`src/design/bridge_settings.svh`:
```
// Medipix bridge settings
`ifndef BRIDGE_SETTINGS_SVH
`define BRIDGE_SETTINGS_SVH

// Payload bytes carried by one OMR write frame.
`define MDPX_OMR_BYTES 6

// Width of the Operation Mode Register.
`define MDPX_OMR_BITS 48

// System clock cycles in each half of the serial chip clock.
// A value of 1 gives a chip clock of half the system clock.
`define MDPX_HALF_PERIOD 1

`endif

```
`src/design/mdpx_omr_pkg.sv`:
```
// Medipix OMR layout
`default_nettype none

`include "bridge_settings.svh"

package mdpx_omr_pkg;

  // The OMR arrives as bytes from the host but is read by fields.
  // The first byte received lands in bytes[5], the top of the register.
  typedef union packed {
    logic [`MDPX_OMR_BYTES-1:0][7:0] bytes;
    struct packed {
      logic [2:0] m;
      logic       crw_srw;
      logic       polarity;
      logic [1:0] ps;
      logic       disc_csm_spm;
      logic       enable_tp;
      logic [1:0] count_l;
      logic [2:0] column_block;
      logic       column_blocksel;
      logic [2:0] row_block;
      logic       row_blocksel;
      logic       equalization;
      logic       colour_mode;
      logic       csm_spm;
      logic       info_header;
      logic [5:0] fuse_sel;
      logic [5:0] fuse_pulse_wd;
      logic [1:0] gain_mode;
      logic [4:0] sense_dac;
      logic [4:0] ext_dac;
      logic       ext_bg_sel;
    } fields;
  } omr_t;

endpackage

`default_nettype wire

```
`src/design/bridge_cmd_pkg.sv`:
```
// Host command encoding
`default_nettype none

package bridge_cmd_pkg;

  // Opcode bytes, sent with sync_nios high.
  parameter logic [7:0] OP_WRITE_OMR  = 8'h01;
  parameter logic [7:0] OP_SET_LEVELS = 8'h02;

  // Bit positions inside the control-level payload byte.
  parameter int unsigned CTL_SHUTTER    = 0;
  parameter int unsigned CTL_CHIP_RESET = 1;
  parameter int unsigned CTL_CONT_SEL   = 2;
  parameter int unsigned CTL_MTX_CLR    = 3;
  parameter int unsigned CTL_TPSWT      = 4;

endpackage

`default_nettype wire

```
`src/design/omr_decoder.sv`:
```
// Host frame decoder
`timescale 1ns/1ps
`default_nettype none

`include "bridge_settings.svh"

module omr_decoder (
  input  logic               clk_nios,
  input  logic               rst_n,
  input  logic               en_nios,
  input  logic               sync_nios,
  input  logic [7:0]         data_nios,
  input  logic               busy,
  output mdpx_omr_pkg::omr_t omr,
  output logic               send_omr,
  output logic               shutter,
  output logic               chip_reset,
  output logic               cont_sel,
  output logic               mtx_clr,
  output logic               tpswt
);

  import mdpx_omr_pkg::*;
  import bridge_cmd_pkg::*;

  localparam int unsigned IDX_W = $clog2(`MDPX_OMR_BYTES + 1);

  logic             en_q;
  logic             sync_q;
  logic [7:0]       data_q;
  logic [7:0]       opcode;
  logic [IDX_W-1:0] idx;
  omr_t             stage;
  logic             payload;
  logic             omr_byte;
  logic             omr_done;

  // Host bytes are registered once before they are decoded.
  always_ff @(posedge clk_nios) begin
    if (!rst_n) begin
      en_q <= 1'b0;
    end else begin
      en_q <= en_nios;
    end
  end

  always_ff @(posedge clk_nios) begin
    sync_q <= sync_nios;
    data_q <= data_nios;
  end

  assign payload  = en_q && !sync_q;
  assign omr_byte = payload && (opcode == OP_WRITE_OMR) && (idx < IDX_W'(`MDPX_OMR_BYTES));
  assign omr_done = omr_byte && (idx == IDX_W'(`MDPX_OMR_BYTES - 1));

  // The last byte goes straight to omr, so the staging copy is one byte short then.
  always_ff @(posedge clk_nios) begin
    if (omr_byte) begin
      stage.bytes[`MDPX_OMR_BYTES - 1 - idx] <= data_q;
    end
    if (omr_done && !busy) begin
      omr          <= stage;
      omr.bytes[0] <= data_q;
    end
  end

  always_ff @(posedge clk_nios) begin
    if (!rst_n) begin
      // Opcode 0x00 is unknown, so payload is ignored until a real opcode.
      opcode     <= 8'h00;
      idx        <= '0;
      send_omr   <= 1'b0;
      shutter    <= 1'b0;
      chip_reset <= 1'b0;
      cont_sel   <= 1'b0;
      mtx_clr    <= 1'b0;
      tpswt      <= 1'b0;
    end else begin
      // A write that completes during a burst is dropped here.
      send_omr <= omr_done && !busy;
      if (en_q && sync_q) begin
        opcode <= data_q;
        idx    <= '0;
      end else if (omr_byte) begin
        idx <= idx + 1'b1;
      end else if (payload && (opcode == OP_SET_LEVELS) && (idx == '0)) begin
        shutter    <= data_q[CTL_SHUTTER];
        chip_reset <= data_q[CTL_CHIP_RESET];
        cont_sel   <= data_q[CTL_CONT_SEL];
        mtx_clr    <= data_q[CTL_MTX_CLR];
        tpswt      <= data_q[CTL_TPSWT];
        idx        <= IDX_W'(1);
      end
    end
  end

endmodule

`default_nettype wire

```
`src/design/omr_burst.sv`:
```
// OMR serializer
`timescale 1ns/1ps
`default_nettype none

`include "bridge_settings.svh"

module omr_burst (
  input  logic               clk_nios,
  input  logic               rst_n,
  input  logic               send_omr,
  input  mdpx_omr_pkg::omr_t omr,
  output logic               busy,
  output logic               ser_clk,
  output logic               ser_data,
  output logic               ser_en,
  output logic [2:0]         omr_mode
);

  localparam int unsigned HALF_W = (`MDPX_HALF_PERIOD > 1) ? $clog2(`MDPX_HALF_PERIOD) : 1;
  localparam int unsigned BIT_W  = $clog2(`MDPX_OMR_BITS);

  logic [`MDPX_OMR_BITS-1:0] shreg;
  logic [HALF_W-1:0]         phase_cnt;
  logic [BIT_W-1:0]          bit_cnt;
  logic                      phase_end;
  logic                      last_bit;

  assign phase_end = (phase_cnt == HALF_W'(`MDPX_HALF_PERIOD - 1));
  assign last_bit  = (bit_cnt == BIT_W'(`MDPX_OMR_BITS - 1));

  // Each bit is one low and one high half-period of ser_clk.
  // The burst ends on the falling edge after the last high phase.
  always_ff @(posedge clk_nios) begin
    if (!rst_n) begin
      ser_en    <= 1'b0;
      ser_clk   <= 1'b0;
      phase_cnt <= '0;
      bit_cnt   <= '0;
      omr_mode  <= 3'd0;
    end else if (send_omr) begin
      ser_en    <= 1'b1;
      ser_clk   <= 1'b0;
      phase_cnt <= '0;
      bit_cnt   <= '0;
      omr_mode  <= omr.fields.m;
    end else if (ser_en) begin
      if (phase_end) begin
        phase_cnt <= '0;
        ser_clk   <= ~ser_clk;
        if (ser_clk) begin
          if (last_bit) begin
            ser_en <= 1'b0;
          end else begin
            bit_cnt <= bit_cnt + 1'b1;
          end
        end
      end else begin
        phase_cnt <= phase_cnt + 1'b1;
      end
    end
  end

  // Shift on the falling edge so data holds through the whole high phase.
  always_ff @(posedge clk_nios) begin
    if (send_omr) begin
      shreg <= omr;
    end else if (ser_en && ser_clk && phase_end) begin
      shreg <= {shreg[`MDPX_OMR_BITS-2:0], 1'b0};
    end
  end

  assign ser_data = ser_en && shreg[`MDPX_OMR_BITS-1];
  assign busy     = ser_en;

endmodule

`default_nettype wire

```
`src/design/mdpx_pin_driver.sv`:
```
// Medipix pin registers
`timescale 1ns/1ps
`default_nettype none

module mdpx_pin_driver (
  input  logic       clk_nios,
  input  logic       rst_n,
  input  logic       shutter,
  input  logic       chip_reset,
  input  logic       cont_sel,
  input  logic       mtx_clr,
  input  logic       tpswt,
  input  logic       ser_clk,
  input  logic       ser_data,
  input  logic       ser_en,
  input  logic [2:0] omr_mode,
  output logic       clk_mdpx,
  output logic       data_mdpx,
  output logic       en_mdpx,
  output logic       shutter_mdpx,
  output logic       reset_mdpx,
  output logic       cont_sel_mdpx,
  output logic       mtx_clr_mdpx,
  output logic       tpswt_mdpx,
  output logic [2:0] m
);

  logic ser_en_q;
  logic ser_en_rise;

  assign ser_en_rise = ser_en && !ser_en_q;

  // All pins leave from flops so the chip never sees decode glitches.
  always_ff @(posedge clk_nios) begin
    if (!rst_n) begin
      ser_en_q      <= 1'b0;
      clk_mdpx      <= 1'b0;
      data_mdpx     <= 1'b0;
      en_mdpx       <= 1'b0;
      shutter_mdpx  <= 1'b0;
      reset_mdpx    <= 1'b0;
      cont_sel_mdpx <= 1'b0;
      mtx_clr_mdpx  <= 1'b0;
      tpswt_mdpx    <= 1'b0;
      m             <= 3'd0;
    end else begin
      ser_en_q      <= ser_en;
      clk_mdpx      <= ser_clk;
      data_mdpx     <= ser_data;
      en_mdpx       <= ser_en;
      shutter_mdpx  <= shutter;
      reset_mdpx    <= chip_reset;
      cont_sel_mdpx <= cont_sel;
      mtx_clr_mdpx  <= mtx_clr;
      tpswt_mdpx    <= tpswt;
      // M follows the new mode together with the first cycle of en_mdpx.
      if (ser_en_rise) begin
        m <= omr_mode;
      end
    end
  end

endmodule

`default_nettype wire

```
`src/design/medipix_bridge.sv`:
```
// Medipix bridge top level
`timescale 1ns/1ps
`default_nettype none

module medipix_bridge (
  input  logic       clk_nios,
  input  logic       rst_n,
  input  logic       en_nios,
  input  logic       sync_nios,
  input  logic [7:0] data_nios,
  output logic       clk_mdpx,
  output logic       data_mdpx,
  output logic       en_mdpx,
  output logic       shutter_mdpx,
  output logic       reset_mdpx,
  output logic       cont_sel_mdpx,
  output logic       mtx_clr_mdpx,
  output logic       tpswt_mdpx,
  output logic [2:0] m
);

  import mdpx_omr_pkg::*;

  omr_t       omr;
  logic       send_omr;
  logic       busy;
  logic       shutter;
  logic       chip_reset;
  logic       cont_sel;
  logic       mtx_clr;
  logic       tpswt;
  logic       ser_clk;
  logic       ser_data;
  logic       ser_en;
  logic [2:0] omr_mode;

  omr_decoder decoder_i (
    .clk_nios   (clk_nios),
    .rst_n      (rst_n),
    .en_nios    (en_nios),
    .sync_nios  (sync_nios),
    .data_nios  (data_nios),
    .busy       (busy),
    .omr        (omr),
    .send_omr   (send_omr),
    .shutter    (shutter),
    .chip_reset (chip_reset),
    .cont_sel   (cont_sel),
    .mtx_clr    (mtx_clr),
    .tpswt      (tpswt)
  );

  omr_burst burst_i (
    .clk_nios (clk_nios),
    .rst_n    (rst_n),
    .send_omr (send_omr),
    .omr      (omr),
    .busy     (busy),
    .ser_clk  (ser_clk),
    .ser_data (ser_data),
    .ser_en   (ser_en),
    .omr_mode (omr_mode)
  );

  mdpx_pin_driver pins_i (
    .clk_nios      (clk_nios),
    .rst_n         (rst_n),
    .shutter       (shutter),
    .chip_reset    (chip_reset),
    .cont_sel      (cont_sel),
    .mtx_clr       (mtx_clr),
    .tpswt         (tpswt),
    .ser_clk       (ser_clk),
    .ser_data      (ser_data),
    .ser_en        (ser_en),
    .omr_mode      (omr_mode),
    .clk_mdpx      (clk_mdpx),
    .data_mdpx     (data_mdpx),
    .en_mdpx       (en_mdpx),
    .shutter_mdpx  (shutter_mdpx),
    .reset_mdpx    (reset_mdpx),
    .cont_sel_mdpx (cont_sel_mdpx),
    .mtx_clr_mdpx  (mtx_clr_mdpx),
    .tpswt_mdpx    (tpswt_mdpx),
    .m             (m)
  );

endmodule

`default_nettype wire

```
`config.mk`:
```
export PLATFORM = sky130hd
export DESIGN_NAME = medipix_bridge
export DESIGN_NICKNAME = d
export VERILOG_FILES = /design/src/design/mdpx_omr_pkg.sv /design/src/design/bridge_cmd_pkg.sv /design/src/design/omr_decoder.sv /design/src/design/omr_burst.sv /design/src/design/mdpx_pin_driver.sv /design/src/design/medipix_bridge.sv
export VERILOG_INCLUDE_DIRS = /design/src /design/src/design
export SDC_FILE = /design/constraint.sdc
export NUM_CORES = 1
export LEC_CHECK = 0
export ABC_AREA = 1
export BUFFER_PORTS_ARGS = -buffer_cell sky130_fd_sc_hd__buf_4
export CAP_MARGIN = 20
export CORE_ASPECT_RATIO = 0.75
export CORE_MARGIN = 3
export CORE_UTILIZATION = 30
export CTS_CLUSTER_SIZE = 24
export DETAILED_ROUTE_END_ITERATION = 7
export SLEW_MARGIN = 15
export SYNTH_ARGS = -nofsm -noshare
export SYNTH_HDL_FRONTEND = slang
export SYNTH_SLANG_ARGS = --single-unit
```
`constraint.sdc`:
```
create_clock -name clk_nios -period 4 [get_ports clk_nios]
set_input_delay 0.8 -clock clk_nios [delete_from_list [all_inputs] [get_ports clk_nios]]
set_output_delay 0.8 -clock clk_nios [all_outputs]
set_load 0.1 [all_outputs]
```
==> flow_summary.json, run 1 <==
{
  "clock_latency_ns": 0.42,
  "drcViolationCount": 0,
  "synth_top_family_by_area": "simple AND/OR/NAND/NOR gates",
  "critPathSlowestCell": "nor2_4",
  "ios": 23,
  "fmax_ghz": 0.4407,
  "dieArea_sq_um": 23790,
  "ys_seq_area_share_pct": 76.90,
  "tightest_slew_ns": 0.7649,
  "leakagePower_nw": 2.967,
  "rsz0062_at_grt": "no",
  "cts_buffers": 17,
  "num-fill-cells": 2025,
  "layout.nets": 578,
  "synth_seq_cells": 185,
  "yosysWarnings": 0,
  "grt_pass1_vias": 3360,
  "holdBufCountCts": 0,
  "startpoint_type": "register",
  "cts-resized-gates": 0,
  "synth-compound-area-share_pct": 2.356,
  "final_common_cell": "nand2_1",
  "syn-num-nets": 546,
  "cts_root_buf": "clkbuf_16",
  "ff_latch_area_sq_um": 5065,
  "multiInputGateArea_sq_um": 1305,
  "clkTransAtPathRegs_ns": 0.06,
  "numPortBuffers": 22,
  "status": "finished, final reports clean",
  "synthAdderAreaFrac_pct": 0.5699,
  "grt_overflow": 0,
  "final_cell_mix": "nand2_1 (185), edfxtp_1 (136), dfxtp_1 (49)",
  "arrival_ns": 2.38,
  "clock_sinks": 185,
  "coreArea_sq_um": 21350,
  "crit_required_ns": 4.11,
  "total_power_mw": 3.800,
  "cts_setup_buffers": 0,
  "area_growth_syn_to_layout_pct": 16.93,
  "maxCapViolCount": 0,
  "rows": 46,
  "yosys.area_share.simple_pct": 16.47,
  "hold_viol": 0,
  "crit_path_max_fanout": 26,
  "slew_headroom_pct": 48.89,
  "slowest_delay_ns": 0.60,
  "hold_class": "reg -> reg",
  "vias": 3502,
  "final_core_util_pct": 36.07,
  "ys_types": 28,
  "syn_area_sq_um": 6586,
  "drive_gt1_share_pct": 14.93,
  "drt_iter0_drc": 256,
  "routed_wl_mm": 10.88,
  "muxShareOfSynthArea_pct": 0,
  "period_needed_ns": 2.269,
  "chipWidth_microns": 177.1,
  "antenna_found_initial": 0,
  "path_class": "reg -> reg",
  "htreeDepth": 4,
  "wl_per_cell_microns": 12.59,
  "diodes": 0,
  "peakVddDrop_mv": 0.2949,
  "power_density_nw_per_um2": 493.4,
  "synthCells": 531,
  "final.setup.tns_ns": 0,
  "endpoint_kind": "register",
  "start_util_pct": 30.84,
  "grt_start_max_net_pins": 52,
  "path_cells": "nand2_1, nand3_2, nor2_4, nand2_4, inv_4, nand2_4, nor2_4, buf_4",
  "setup_viol": 0,
  "place_congestion": 0.7902,
  "grt_first_pass_wirelength_mm": 17.69,
  "antenna_left": 0,
  "ctsLongestPathBuffers": 2,
  "viasPerCell": 4.053,
  "drt_pass1_iterations": 4,
  "postSynthAreaPerCell_sq_um": 12.40,
  "fin_worst_skew_ns": 0.01221,
  "fp.dieH_microns": 134.3,
  "post-route-period-util_pct": 56.73,
  "synth_xor_area_share_pct": 0.2660,
  "hpwl_mm": 6.707,
  "cts_tree": "yes",
  "maxSlewViolCount": 0,
  "grt_usage_pct": 9.790
}
-- cells by family (layout without fill, tap and decap cells) --
group,after synthesis,in the layout
and+or+nand+nor,255,255
DFF,185,185
buffers and inverters,56,101
AOI/OAI and AO/OA,30,30
adders and majority gates,3,3
xor gates and xnor gates,2,2
-- state kept, by name, summed over array words and instances, names as in the netlist, 3 cells and up --
register and flops:
decoder_i.stage 40, pins_i.m 3, burst_i.shreg 48, decoder_i.idx 3
burst_i.omr_mode 3, decoder_i.opcode 8, burst_i.bit_cnt 6, decoder_i.omr 48
decoder_i.data_q 8
-- metrics by stage --
step                      std cells  hold slack, ns  instance area [sq um]  setup WS, ns
final                           864          0.4137                   7701         1.731
after global routing            864          0.4198                   7701         1.572
after CTS                       864          0.4178                   7701         1.703
after detailed placement        832          0.4045                   7094         1.717
after global placement          832          0.4014                   7094         1.738
after floorplan                 531          0.4003                   6586        0.6199
-- area by class of cell --
type	instances	area share, %
flip-flops and latches	185	65.77
multi-input cells	290	16.95
clock buffers	18	5.573
well taps	288	4.679
repair buffers	27	2.632
clock inverters	14	2.307
inverters	42	2.096
-- routing by layer --
layer	share of wire [%]	GRT usage (%)	routed length [microns]
met3	3.1	2.971	336
met5	0	0	0
met2	44	14.34	4759
met4	1.6	4.099	174
met1	52	13.52	5605
-- Yosys cell counts, drive strengths merged --
| cell type | number | area, sq um |
|---|---|---|
| a21oi | 13 | 65.06 |
| buf | 5 | 31.28 |
| clkbuf | 9 | 33.78 |
| clkinv | 2 | 8.750 |
| dfxtp | 49 | 980.9 |
| edfxtp | 136 | 4084 |
| ha | 3 | 37.54 |
| inv | 40 | 152.7 |
| nand2 | 190 | 738.2 |
| nand3 | 11 | 70.07 |
| nand4 | 1 | 6.260 |
| nor2 | 47 | 210.2 |
| nor3 | 6 | 60.06 |
| o211ai | 1 | 7.510 |
| o21ai | 15 | 75.07 |
| o21bai | 1 | 7.510 |
| xor2 | 2 | 17.52 |
-- where the power goes --
part	internal, mW	leakage [nW]	switching, mW
clock network	0.988	0.296	0.699
logic	0.0170	1.05	0.0289
registers	2.05	1.62	0.0176
-- worst max-delay path: cells and delay by family, from the launching register on --
family | cells | cell delay, ns
buf+inv | 2 | 0.41
flops | 1 | 0.41
simple gates | 6 | 1.13
-- final timing paths --
kind / end / from / cells after the start / slack, ns
max: decoder_i.omr[23]$_DFFE_PP_ / decoder_i.idx[2]$_SDFFE_PP0P_ / 8 / 1.73
min: decoder_i.omr[47]$_DFFE_PP_ / decoder_i.stage[47]$_DFFE_PP_ / 0 / 0.41
max reg2reg: decoder_i.omr[23]$_DFFE_PP_ / decoder_i.idx[2]$_SDFFE_PP0P_ / 8 / 1.73
min reg2reg: decoder_i.omr[47]$_DFFE_PP_ / decoder_i.stage[47]$_DFFE_PP_ / 0 / 0.41
Power figures use the tool's default switching activity.
==> run 2: changes to the inputs <==
==> constraint.sdc (replaced) <==
create_clock -name clk_nios -period 2.3 [get_ports clk_nios]
set_input_delay 0.46 -clock clk_nios [delete_from_list [all_inputs] [get_ports clk_nios]]
set_output_delay 0.46 -clock clk_nios [all_outputs]
set_load 0.1 [all_outputs]
==> run 2 against run 1 <==
Clock skew is essentially flat. Sequential cell count unchanged. Clock power rose by 56%. Register-to-register slack got worse by 1.1 ns. Largest power group unchanged. Highest routed layer unchanged. Critical path depth shrank 1. Routed wire length shrank 2.1%. Die area unchanged. Cell area decreased by 0.37%.
==> flow_summary.json, run 2 (synthesis gave the netlist of run 1 again) <==
{
  "hold_viol": 0,
  "area_growth_syn_to_layout_pct": 16.49,
  "post-route-period-util_pct": 74.34,
  "critPathSlowestCell": "nor3_2",
  "routed_wl_mm": 10.65,
  "slew_headroom_pct": 40.49,
  "path_cells": "inv_1, nand3_2, nor2_4, nand2_4, inv_4, nand2_4, nor3_2",
  "cp.depth": 7,
  "final_cell_area_sq_um": 7672,
  "final_cell_mix": "nand2_1 (185), edfxtp_1 (136), dfxtp_1 (49)",
  "maxCapViolCount": 0,
  "numPortBuffers": 22,
  "startpoint_type": "register",
  "grt_start_max_net_pins": 53,
  "crit_end": "decoder_i.stage[25]$_DFFE_PP_",
  "crit_top_cell": "nand2_4",
  "cts_buffers": 17,
  "viasPerCell": 3.998,
  "worstReg2RegEnd": "decoder_i.stage[25]$_DFFE_PP_",
  "maxSlewViolCount": 0,
  "vias": 3470,
  "drt_pass1_iterations": 5,
  "period_needed_ns": 1.710,
  "fin_worst_skew_ns": 0.01237,
  "hpwl_mm": 6.407,
  "drcViolationCount": 0,
  "startpoint": "decoder_i.opcode[1]$_SDFFE_PN0P_",
  "rows": 46,
  "rsz0062_at_grt": "no",
  "final_common_cell": "nand2_1",
  "power_density_nw_per_um2": 824.1,
  "rrSetupSlack_ns": 0.59,
  "ctsLongestPathBuffers": 2,
  "hold_class": "in -> reg",
  "ios": 23,
  "dieArea_sq_um": 23790,
  "hp-start": "sync_nios",
  "slowest_delay_ns": 0.45,
  "grtUsageMet3_pct": 2.971,
  "clock_sinks": 185,
  "cts_tree": "yes",
  "fmax_ghz": 0.5848,
  "critical_path_buf_inv_count": 2,
  "cts_setup_buffers": 0,
  "grt_overflow": 0,
  "wl_per_cell_microns": 12.26,
  "crit_required_ns": 2.36,
  "clkTransAtPathRegs_ns": 0.06,
  "grtUsageMet2_pct": 14.19,
  "path_class": "reg -> reg",
  "tightest_slew_ns": 0.8913,
  "fp.dieH_microns": 134.3,
  "grt.busiest_layer": "met2",
  "arrival_ns": 1.77,
  "setup_viol": 0,
  "crit_path_max_fanout": 8,
  "diodes": 0,
  "grt_first_pass_wirelength_mm": 17.68,
  "holdBufCountCts": 0,
  "htreeDepth": 4,
  "place_congestion": 0.7561,
  "status": "finished, final reports clean",
  "endpoint_kind": "register",
  "r2r_start": "decoder_i.opcode[1]$_SDFFE_PN0P_",
  "grt_usage_pct": 9.897,
  "start_util_pct": 30.84,
  "cts-resized-gates": 0,
  "drt_iter0_drc": 186,
  "cts_root_buf": "clkbuf_16",
  "crit_family": "simple AND/OR/NAND/NOR gates",
  "coreArea_sq_um": 21350,
  "antenna_found_initial": 0,
  "final.setup.tns_ns": 0,
  "grt_pass1_vias": 3390,
  "drive_gt1_share_pct": 14.83,
  "peakVddDrop_mv": 0.4669,
  "grt_use_met1_pct": 13.78,
  "chipWidth_microns": 177.1,
  "ff2ff_path_depth": 7,
  "leakagePower_nw": 2.958,
  "antenna_left": 0,
  "clock_latency_ns": 0.43,
  "layout.nets": 582,
  "post_dp_cell_area_sq_um": 7137
}
## run 2: through the flow
stage	worst slack [ns]	std cells	total power, mW	hold WS [ns]	util [%]
2_1_floorplan	0.2671	531	3.706	0.4003	-
3_3_place_gp	0.5718	836	3.754	0.4009	33.42
3_5_place_dp	0.6002	836	3.754	0.4045	33.42
4_1_cts	0.5840	868	6.410	0.1142	35.93
5_1_grt	0.4289	868	6.562	0.1101	35.93
6_report	0.5901	868	6.323	0.1339	35.93
## run 2: worst min-delay path by stage
| stage | slack [ns] | end | cells past startpoint |
|---|---|---|---|
| detailed placement | 0.40 | decoder_i.omr[31]$_DFFE_PP_ | 0 |
| global route | 0.11 | decoder_i.data_q[1]$_DFF_P_ | 1 |
| global placement | 0.40 | decoder_i.omr[17]$_DFFE_PP_ | 0 |
| CTS | 0.11 | decoder_i.data_q[3]$_DFF_P_ | 1 |
| floorplan | 0.40 | decoder_i.omr[10]$_DFFE_PP_ | 0 |
| finish | 0.13 | decoder_i.sync_q$_DFF_P_ | 1 |
## run 2: routing by layer
| metal | up-vias | part of all wire (%) |
|---|---|---|
| met2 | 42 | 43 |
| met1 | 1594 | 52 |
| met4 | 0 | 1.2 |
| met3 | 10 | 3.1 |
| li1 | 1824 | - |
| met5 | - | 0 |
## run 2: final cells by class
class / count / area (sq um)
inverter: 42 / 161.4
sequential: 185 / 5065
timing repair buffer: 31 / 245.2
clock buffer: 19 / 432.9
clock inverter: 13 / 102.6
multi-input combinational: 290 / 1305
fill: 2073 / 13680
tap: 288 / 360.3
## run 2: worst register-to-register path, stage by stage (launching register included)
cell and delay (ns):
dfxtp_1 0.33, inv_1 0.09, nand3_2 0.11, nor2_4 0.15, nand2_4 0.08, inv_4 0.08
nand2_4 0.06, nor3_2 0.45
## run 2: power breakdown
group	internal, mW	total, mW	switching, mW	leakage, nW
Clock	1.48	2.64	1.16	0.262
Sequential	3.57	3.60	0.0327	1.62
Combinational	0.0296	0.0809	0.0513	1.08
